### src/hw/bram_cfg.svh
/*
 * Backup RAM and SD image sizing
 * Console byte address width, sectors per image,
 * word index inside a sector and sector number width
 */

`ifndef BRAM_CFG_SVH
`define BRAM_CFG_SVH

// 8 KiB of backup RAM, byte addressed
`define BRAM_ADDR_W 13

// One image is 16 sectors of 512 bytes
`define BRAM_SECTORS 16

// 256 sixteen-bit words per sector
`define SD_WADDR_W 8

// Sector number as the SD host sees it
`define SD_LBA_W 32

`endif

### src/hw/bram_ctl_pkg.sv
/*
 * Backup RAM control types
 * Operation and sequencer state enums,
 * console port bundle and control bundle
 */

`include "bram_cfg.svh"

package bram_ctl_pkg;

	typedef enum logic {
		OP_LOAD,
		OP_SAVE
	} sync_op_e;

	typedef enum logic [1:0] {
		ST_IDLE,
		ST_REQ,
		ST_XFER
	} seq_state_e;

	// Console side byte access
	typedef struct packed {
		logic [`BRAM_ADDR_W-1:0] addr;
		logic [7:0]              wdata;
		logic                    we;
	} cpu_port_t;

	// Menu buttons, download and mount status
	typedef struct packed {
		logic load;
		logic save;
		logic autosave_en;
		logic osd_open;
		logic save_download;
		logic img_mounted;
		logic img_readonly;
	} bk_ctl_t;

endpackage

### src/hw/bram_change_tracker.sv
/*
 * Image enable, unsaved-change flag and trigger edge detection
 * Issues one load or save request per accepted trigger
 */

`timescale 1ns/1ps

module bram_change_tracker import bram_ctl_pkg::*; (
	input  logic     clk_sys,
	input  logic     rst_n,
	input  bk_ctl_t  ctl,
	input  logic     cpu_we,
	input  logic     busy,
	output logic     op_req,
	output sync_op_e op,
	output logic     bk_ena,
	output logic     sav_pending
);

	logic load_q;
	logic save_q;
	logic auto_q;
	logic dl_q;
	logic we_q;

	wire auto_now  = ctl.autosave_en & ctl.osd_open;
	wire load_edge = ctl.load & ~load_q;
	wire save_edge = ctl.save & ~save_q;
	wire auto_edge = auto_now & ~auto_q & sav_pending;
	wire dl_start  = ctl.save_download & ~dl_q;
	wire dl_end    = ~ctl.save_download & dl_q;

	always_ff @(posedge clk_sys or negedge rst_n) begin
		if (!rst_n) begin
			load_q      <= 1'b0;
			save_q      <= 1'b0;
			auto_q      <= 1'b0;
			dl_q        <= 1'b0;
			we_q        <= 1'b0;
			op_req      <= 1'b0;
			op          <= OP_LOAD;
			bk_ena      <= 1'b0;
			sav_pending <= 1'b0;
		end else begin
			load_q <= ctl.load;
			save_q <= ctl.save;
			auto_q <= auto_now;
			dl_q   <= ctl.save_download;
			we_q   <= cpu_we;

			// A fresh download drops the old image until it is remounted
			if (dl_start)
				bk_ena <= 1'b0;
			if (ctl.save_download && ctl.img_mounted && !ctl.img_readonly)
				bk_ena <= 1'b1;

			if (cpu_we && !we_q)
				sav_pending <= 1'b1;
			else if (busy)
				sav_pending <= 1'b0;

			////////////////////////////////////////
			// Requests, load wins over save
			////////////////////////////////////////
			op_req <= 1'b0;
			if (bk_ena && !busy) begin
				if (load_edge || dl_end) begin
					op_req <= 1'b1;
					op     <= OP_LOAD;
				end else if (save_edge || auto_edge) begin
					op_req <= 1'b1;
					op     <= OP_SAVE;
				end
			end
		end
	end

endmodule

### config.mk
export PLATFORM = sky130hd
export DESIGN_NAME = bram_change_tracker
export DESIGN_NICKNAME = d
export VERILOG_FILES = /design/src/hw/bram_ctl_pkg.sv /design/src/hw/bram_change_tracker.sv
export VERILOG_INCLUDE_DIRS = /design/src /design/src/hw
export SDC_FILE = /design/constraint.sdc
export NUM_CORES = 1
export LEC_CHECK = 0
export BUFFER_PORTS_ARGS = -buffer_cell sky130_fd_sc_hd__buf_2
export CAP_MARGIN = 20
export CORE_UTILIZATION = 25
export CTS_CLUSTER_DIAMETER = 50
export DETAILED_ROUTE_END_ITERATION = 10
export MAX_ROUTING_LAYER = met4
export PLACE_DENSITY = 0.59
export SKIP_CTS_REPAIR_TIMING = 1
export SKIP_LAST_GASP = 1
export SYNTH_ARGS = -nofsm -noshare
export SYNTH_HDL_FRONTEND = slang
export SYNTH_SLANG_ARGS = --single-unit
### constraint.sdc
create_clock -name clk_sys -period 1.46 [get_ports clk_sys]
set_input_delay 0.292 -clock clk_sys [delete_from_list [all_inputs] [get_ports clk_sys]]
set_output_delay 0.292 -clock clk_sys [all_outputs]
set_load 0.005 [all_outputs]
==> impl_metrics.py <==
metrics = {
    "status": {
        "status": "finished, final reports clean",
    },
    "timing": {
        "fin_setup_tns_ps": 0,
        "worst_pin_slew_ps": 202.7,
        "finalHoldViolations": 0,
        "clock.fmax_ghz": 0.9235,
        "slew_violations": 0,
        "period_share": 0.7417,
        "slew_headroom": 0.8649,
        "rsz0062_at_grt": "no",
        "setup_slack_ps": 377.2,
        "finalSetupViolCount": 0,
        "min_period_ps": 1083,
        "fin_skew_ps": 3.448,
    },
    "cells_and_area": {
        "fin_area_sq_um": 465.4,
        "final_common_cell": "buf_2",
        "final_nets": 59,
        "finalNonFillerCells": 61,
        "area_growth_pct": 36.26,
        "layout-drive-gt1-share": 0.4255,
        "diodes": 0,
        "final_cell_mix": "buf_2 (14), dfrtp_1 (9), inv_1 (6)",
    },
    "yosys": {
        "synth_top_family_by_area": "compound AO/OA/AOI/OAI gates",
        "syn-cell-area_sq_um": 341.6,
        "synth_compound_area_frac": 0.1648,
        "ys_warn_count": 0,
        "ys_seq_area_frac": 0.6593,
        "syn_nets": 39,
        "synth_fa_ha_area_frac": 0,
        "synth-xor-area-share": 0,
        "yosys.area_share.simple": 0.1099,
        "avgSynthCellArea_sq_um": 12.20,
        "netlist-cell-type-count": 12,
        "synth_mux_area_frac": 0,
        "synth_cells": 28,
        "ys_ff_latch": 9,
    },
    "route": {
        "drt_iter0_markers": 0,
        "vias_per_cell": 4.311,
        "wire_per_inst_microns": 9.639,
        "drc_errors": 0,
        "num_vias": 263,
        "drtAntennaViolNets": 0,
        "wl_microns": 588,
        "firstDrtPassIters": 1,
    },
    "place": {
        "dp_slack_ps": 443.9,
        "dp.cells": 56,
        "gp_congestion": 0.5810,
        "io_buffers": 14,
        "post_dp_cell_area_sq_um": 429.2,
    },
    "worst_setup_path": {
        "crit_chain": "buf_2",
        "critPathCaptureType": "primary output",
        "start_kind": "flop",
        "critPathBufInv": 1,
        "cpPeakStageDelay_ps": 400,
        "worstSetupPathType": "flop to primary output",
        "cp_max_fo": 3,
        "path_delay_family": "flip-flops",
        "worstPathRequired_ps": 1170,
        "critPathSlowestCell": "dfrtp_1",
        "arrival_ps": 790,
        "rrSetupSlack_ps": 590,
    },
    "clocking": {
        "clk_pin_slew_worst_paths_ps": 60,
        "cts_sinks": 9,
        "insertion_delay_ps": 260,
        "clk_path_buf_depth": 2,
        "clockRootBuffer": "clkbuf_4",
        "cts_tree": "yes",
        "numCtsBuffers": 3,
        "htree_levels": 1,
    },
    "pwr": {
        "powerDensity_mw_per_mm2": 1124,
        "leakagePower_nw": 0.2397,
        "finalPower_w": 0.0005233,
        "irDropWorstVdd_v": 0.0005056,
    },
    "floorplanning": {
        "die_y_microns": 38.97,
        "ioPinCount": 15,
        "initial_core_util": 0.2880,
        "die_w_microns": 38.97,
        "dieArea_sq_mm": 0.001518,
        "core_area_sq_mm": 0.001186,
        "rows": 12,
    },
    "hold_path": {
        "min_path_type": "primary input to flop",
    },
    "global_routing": {
        "grt_pass1_wl_microns": 966,
        "overflow": 0,
        "grt_max_degree": 10,
        "track_usage": 0.1057,
        "antenna_found_initial": 0,
        "grt_pass1_vias": 247,
    },
    "job": {
        "maxCapViolCount": 0,
    },
}
[layout make-up]
| type | instances | area [sq um] |
|---|---|---|
| Clock buffer | 4 | 26.28 |
| Sequential cell | 9 | 225.2 |
| Timing Repair Buffer | 15 | 80.08 |
| Multi-Input combinational cell | 13 | 93.84 |
| Tap cell | 14 | 17.52 |
| Fill cell | 126 | 720.7 |
| Inverter | 6 | 22.52 |
[cell usage after synthesis]
cell type | count | area share
a211oi_2 | 1 | 0.037
a21oi_1 | 1 | 0.015
a31oi_1 | 1 | 0.018
a32oi_2 | 1 | 0.048
and2_1 | 1 | 0.018
and2_4 | 1 | 0.026
dfrtp_1 | 9 | 0.66
inv_1 | 6 | 0.066
nand2_1 | 1 | 0.011
nand2b_1 | 3 | 0.055
o21ai_0 | 2 | 0.029
o22ai_1 | 1 | 0.018
[registers in the layout, indices dropped and copies added, names as in the netlist]
signal / count
bk_ena: 1
auto_q: 1
we_q: 1
op_req: 1
sav_pending: 1
op: 1
load_q: 1
save_q: 1
dl_q: 1
[layer usage]
layer  up-vias  track usage  part of all wire
met5         -            -                 0
met1       119       0.1127              0.46
met4         0      0.02586                 0
li1        128            -                 -
met2        16       0.1500              0.41
met3         0      0.08671              0.12
[cells by family (layout without fill, tap and decap cells)]
logic type / Yosys count / after routing
simple gates: 6 / 6
flops: 9 / 9
buf+inv: 6 / 25
compound gates: 7 / 7
[final timing paths]
check                             from     endpoint  cells after the start
max                        sav_pending  sav_pending                      1
min reg2reg                       we_q  sav_pending                      1
min in group asynchronous        rst_n       op_req                      2
max in group asynchronous        rst_n       load_q                      2
max reg2reg                sav_pending       op_req                      2
min                             cpu_we         we_q                      1
[through the flow]
stage	util	hold WS, ps
after floorplan	-	-3.591
after global placement	0.3618	153.9
after detailed placement	0.3618	154.9
after CTS	0.3840	-129.6
after global routing	0.3924	147.6
final	0.3924	157.8
[power breakdown]
group | internal (W) | total [W] | switching, W
sequential | 0.000266 | 0.000274 | 0.00000759
clock | 0.000105 | 0.000187 | 0.0000821
combinational | 0.0000325 | 0.0000620 | 0.0000296
total | 0.000404 | 0.000523 | 0.000119
No activity file was read; power rests on OpenSTA's default activity.
