[src/hw/bram_cfg.svh]
/*
 * Backup RAM and SD image sizing
 * Console byte address width, sectors per image,
 * word index inside a sector and sector number width
 */

`ifndef BRAM_CFG_SVH
`define BRAM_CFG_SVH

// 8 KiB of backup RAM, byte addressed
`define BRAM_ADDR_W 13

// One image is 16 sectors of 512 bytes
`define BRAM_SECTORS 16

// 256 sixteen-bit words per sector
`define SD_WADDR_W 8

// Sector number as the SD host sees it
`define SD_LBA_W 32

`endif

[src/hw/sd_blk_pkg.sv]
/*
 * SD block transfer types
 * Sector request bundle and host buffer stream bundle
 */

`include "bram_cfg.svh"

package sd_blk_pkg;

	// Sector request, driven toward the SD host
	typedef struct packed {
		logic [`SD_LBA_W-1:0] lba;
		logic                 rd;
		logic                 wr;
	} sd_req_t;

	////////////////////////////////////////
	// Buffer side, driven by the SD host
	////////////////////////////////////////

	// ack stays high for a whole sector
	typedef struct packed {
		logic                   ack;
		logic [`SD_WADDR_W-1:0] addr;
		logic [15:0]            data;
		logic                   wr;
	} sd_buf_t;

endpackage

[src/hw/bram_ctl_pkg.sv]
/*
 * Backup RAM control types
 * Operation and sequencer state enums,
 * console port bundle and control bundle
 */

`include "bram_cfg.svh"

package bram_ctl_pkg;

	typedef enum logic {
		OP_LOAD,
		OP_SAVE
	} sync_op_e;

	typedef enum logic [1:0] {
		ST_IDLE,
		ST_REQ,
		ST_XFER
	} seq_state_e;

	// Console side byte access
	typedef struct packed {
		logic [`BRAM_ADDR_W-1:0] addr;
		logic [7:0]              wdata;
		logic                    we;
	} cpu_port_t;

	// Menu buttons, download and mount status
	typedef struct packed {
		logic load;
		logic save;
		logic autosave_en;
		logic osd_open;
		logic save_download;
		logic img_mounted;
		logic img_readonly;
	} bk_ctl_t;

endpackage

[src/hw/bram_sync_seq.sv]
/*
 * Sector sequencer
 * Walks all image sectors, one rd or wr request each,
 * and follows the host ack for every transfer
 */

`timescale 1ns/1ps
`include "bram_cfg.svh"

module bram_sync_seq import sd_blk_pkg::*, bram_ctl_pkg::*; (
	input  logic     clk_sys,
	input  logic     rst_n,
	input  logic     op_req,
	input  sync_op_e op,
	input  logic     ack,
	output sd_req_t  sd_req,
	output logic     busy,
	output logic     reload
);

	localparam int SECT_W = $clog2(`BRAM_SECTORS);

	seq_state_e        state;
	logic [SECT_W-1:0] sect;
	logic              rd_q;
	logic              wr_q;
	logic              ack_q;
	logic              loading;

	wire ack_rise  = ack & ~ack_q;
	wire ack_fall  = ~ack & ack_q;
	wire last_sect = (sect == SECT_W'(`BRAM_SECTORS - 1));
	wire active    = (state != ST_IDLE);

	always_ff @(posedge clk_sys or negedge rst_n) begin
		if (!rst_n) begin
			state   <= ST_IDLE;
			sect    <= '0;
			rd_q    <= 1'b0;
			wr_q    <= 1'b0;
			ack_q   <= 1'b0;
			loading <= 1'b0;
		end else begin
			ack_q <= ack;
			case (state)
				ST_IDLE: begin
					if (op_req) begin
						loading <= (op == OP_LOAD);
						sect    <= '0;
						rd_q    <= (op == OP_LOAD);
						wr_q    <= (op == OP_SAVE);
						state   <= ST_REQ;
					end
				end

				// Hold the request until the host takes it
				ST_REQ: begin
					if (ack_rise) begin
						rd_q  <= 1'b0;
						wr_q  <= 1'b0;
						state <= ST_XFER;
					end
				end

				// Sector done on falling ack
				ST_XFER: begin
					if (ack_fall) begin
						sect <= sect + 1'b1;
						if (last_sect) begin
							state <= ST_IDLE;
						end else begin
							rd_q  <= loading;
							wr_q  <= ~loading;
							state <= ST_REQ;
						end
					end
				end

				default: state <= ST_IDLE;
			endcase
		end
	end

	// Sector number only moves after ack has fallen
	assign sd_req = '{lba: `SD_LBA_W'(sect), rd: rd_q, wr: wr_q};

	// The accepted request already counts as busy
	assign busy   = active | op_req;
	assign reload = active ? loading : (op_req & (op == OP_LOAD));

endmodule

[config.mk]
export PLATFORM = sky130hd
export DESIGN_NAME = bram_sync_seq
export DESIGN_NICKNAME = d
export VERILOG_FILES = /design/src/hw/sd_blk_pkg.sv /design/src/hw/bram_ctl_pkg.sv /design/src/hw/bram_sync_seq.sv
export VERILOG_INCLUDE_DIRS = /design/src /design/src/hw
export SDC_FILE = /design/constraint.sdc
export NUM_CORES = 1
export LEC_CHECK = 0
export ABC_AREA = 1
export BUFFER_PORTS_ARGS = -buffer_cell sky130_fd_sc_hd__buf_2
export CORE_UTILIZATION = 30
export DETAILED_ROUTE_END_ITERATION = 7
export GPL_TIMING_DRIVEN = 1
export SLEW_MARGIN = 20
export SYNTH_ARGS = -nofsm -noshare
export SYNTH_HDL_FRONTEND = slang
export SYNTH_SLANG_ARGS = --single-unit
[constraint.sdc]
create_clock -name clk_sys -period 1.4 [get_ports clk_sys]
set_clock_uncertainty 0.15 [all_clocks]
set_input_delay 0.14 -clock clk_sys [delete_from_list [all_inputs] [get_ports clk_sys]]
set_output_delay 0.14 -clock clk_sys [all_outputs]
set_load 0.02 [all_outputs]
==> out/qor.csv <==
stage;metric;value;unit
outcome;outcome;finished, violations left;
outcome;failed_checks;setup timing;
routing;vias_per_cell;3.988;
placed_design;dp.cells;150;
routing;drt_pre_antenna_iters;4;
die;die_h;55.22;µm
pwr;finalPower;1.930;mW
placed_design;dp_hpwl;1090;µm
layout;diodes;0;
synthesis;seq_area_frac_synth;29.46;%
flow_run;drv_cap;0;
setup_path;arrival;1.26;ns
routing;drt_wl_total;1488;µm
die;rows;18;
global_routing;overflow;0;
setup_path;criticalPathCategory;flip-flop to primary output;
setup_path;worst-path-max-fanout;3;
die;dieArea;3049;µm²
layout;drive_gt1_share;36.84;%
timing;slew_viol_final;0;
synthesis;synth_xor_area_share;0;%
timing;finalWorstSetupSlack;-0.1450;ns
clock_network;cts_buffers;3;
timing;fmax;647.2;MHz
clock_network;htreeDepth;1;
die;die_w;55.22;µm
timing;hold_slack;0.03772;ns
synthesis;avgSynthCellArea;7.940;µm²
clock_network;path_clk_slew;0.07;ns
die;coreArea;2567;µm²
synthesis;synth_top_family_by_area;buffers and inverters;
routing;vias;650;
pwr;leakagePower;0.5500;nW
global_routing;grt_start_max_net_pins;11;
placed_design;place_congestion;0.7258;
global_routing;grt_usage;10.08;%
routing;drtIter0Drc;21;
clock_network;clkLatencyLatePin;0.27;ns
timing;final.min_clock_period;1.545;ns
synthesis;synth.area.top_cells;dfrtp_1 29%, buf_4 27%, nand2_1 7.5%;
synthesis;synth_top_area_cell;dfrtp_1;
layout;area_delta_synth_final;20.03;%
synthesis;post-synth-top-area-fraction;29.46;%
routing;ant_nets;0;
layout;stdcell_count;163;
pwr;ir_drop;1.116;mV
setup_path;reg2reg_slack;-0.09;ns
timing;hold_viol;0;
synthesis;syn-cell-area;849.6;µm²
layout;final_nets;144;
clock_network;cts_tree;built;
synthesis;synth_warnings;0;
synthesis;ys.flop_type;dfrtp_1;
routing;drc_errors;0;
clock_network;clockBufferDepth;2;
synthesis;yosysUniqueCellTypes;19;
synthesis;synth_edf_count;0;
die;ios;41;
clock_network;cts_root_buffer;clkbuf_4;
synthesis;synthArstFlopShare;100.0;%
min_path;hold_path.class;primary input to flip-flop;
routing;routedWlPerCell;9.129;µm
setup_path;worst_ep_required_time;1.11;ns
synthesis;netlist_instances;107;
global_routing;antenna_found_initial;0;
setup_path;end_kind;primary output;
clock_network;numClockSinks;10;
layout;utilization;39.72;%
timing;rsz0062_at_grt;true;
pwr;power_density;1893;nW/µm²
timing;setup_viol;10;
synthesis;yosysMostFrequentCell;buf_4;
setup_path;setup.worst_path.start_class;flip-flop;
synthesis;synthMuxAreaShare;0;%
synthesis;synth_compound_area_share;7.953;%
synthesis;synth_commonest_cells;30 x buf_4, 17 x nand2_1, 10 x dfrtp_1;
synthesis;synth_adder_area_share;7.364;%
global_routing;grt_pass1_vias;563;
die;start_util;33.09;%
global_routing;grt_pass1_wl;2408;µm
placed_design;pre_cts_slack;-0.06480;ns
synthesis;yosys.area_share.simple;22.53;%
timing;period_share;110.4;%
synthesis;ys_ff_latch;10;
placed_design;port_buffers;12;
-- power by group --
| group | total, mW | internal (mW) | switching (mW) |
|---|---|---|---|
| sequential | 0.426 | 0.381 | 0.0459 |
| combinational | 1.24 | 0.525 | 0.711 |
| clock | 0.267 | 0.158 | 0.109 |
| total | 1.93 | 1.06 | 0.866 |
-- repair_timing --
item | in CTS | in global routing
buffers inserted | 4 | 3
endpoints found under the setup margin | 9 | 10
hold buffers | 2 | 0
pin swaps | 2 | 4
gates resized for setup | 7 | 9
endpoints found under the hold margin | 11 | 0
-- layout by cell type (no fill, tap or decap), types with 3 or more instances in the layout --
cell type	Yosys	routed
nand3_1	9	9
nand2_1	17	15
nand2_4	3	3
nor2_1	5	3
inv_2	0	4
conb_1	1	28
buf_4	30	12
o21ai_0	9	7
inv_1	9	5
clkbuf_4	0	3
nand2_2	1	3
dfrtp_1	10	8
buf_2	0	10
-- sequential cells by signal (all words and copies together) (netlist names) --
| register | count |
|---|---|
| ack_q | 1 |
| rd_q | 1 |
| state | 2 |
| loading | 1 |
| wr_q | 1 |
| sect | 4 |
-- routing by layer --
layer  up-vias  global-route usage (%)  wire (µm)
met2        32                   16.35        740
met3         2                   4.918        104
met1       283                   12.05        634
met5         -                       0          0
li1        333                       -          -
met4         0                   2.143          9
-- area by class of cell --
| cell class | instances | area (µm²) |
|---|---|---|
| clock buffers | 4 | 36.28 |
| fillers | 272 | 1548 |
| inverters | 10 | 37.54 |
| multi-input cells | 83 | 473.0 |
| flip-flops and latches | 10 | 252.7 |
| well taps | 30 | 37.54 |
| repair buffers | 26 | 182.7 |
-- cell families after synthesis --
logic type / count (synthesis)
compound gates: 12
fa+ha+maj: 5
buf+inv: 41
flops: 10
other cells: 1
simple gates: 38
-- path summary, 6_finish.rpt --
check / startpoint / cells after the start / end
setup / recovery: state[0] / 5 / reload
hold / removal: op / 4 / loading
setup reg to reg: state[0] / 9 / wr_q
max in group asynchronous: rst_n / 2 / sect[0]
hold reg to reg: wr_q / 2 / wr_q
min in group asynchronous: rst_n / 2 / sect[3]
-- worst max-delay path, cell delays in order (launching register included) --
cell     delay (ns)
dfrtp_1        0.36
inv_2          0.07
ha_4           0.17
buf_4          0.14
o21ai_2        0.12
buf_6          0.13
-- per-stage QoR --
stage               area [µm²]  setup TNS [ns]
global placement         859.6        -0.04807
detailed placement       859.6         -0.2110
global route              1020          -1.448
CTS                      969.7         -0.9372
floorplan                960.9       -0.005761
finish                    1020         -0.5632
Power figures use the tool's default switching activity.
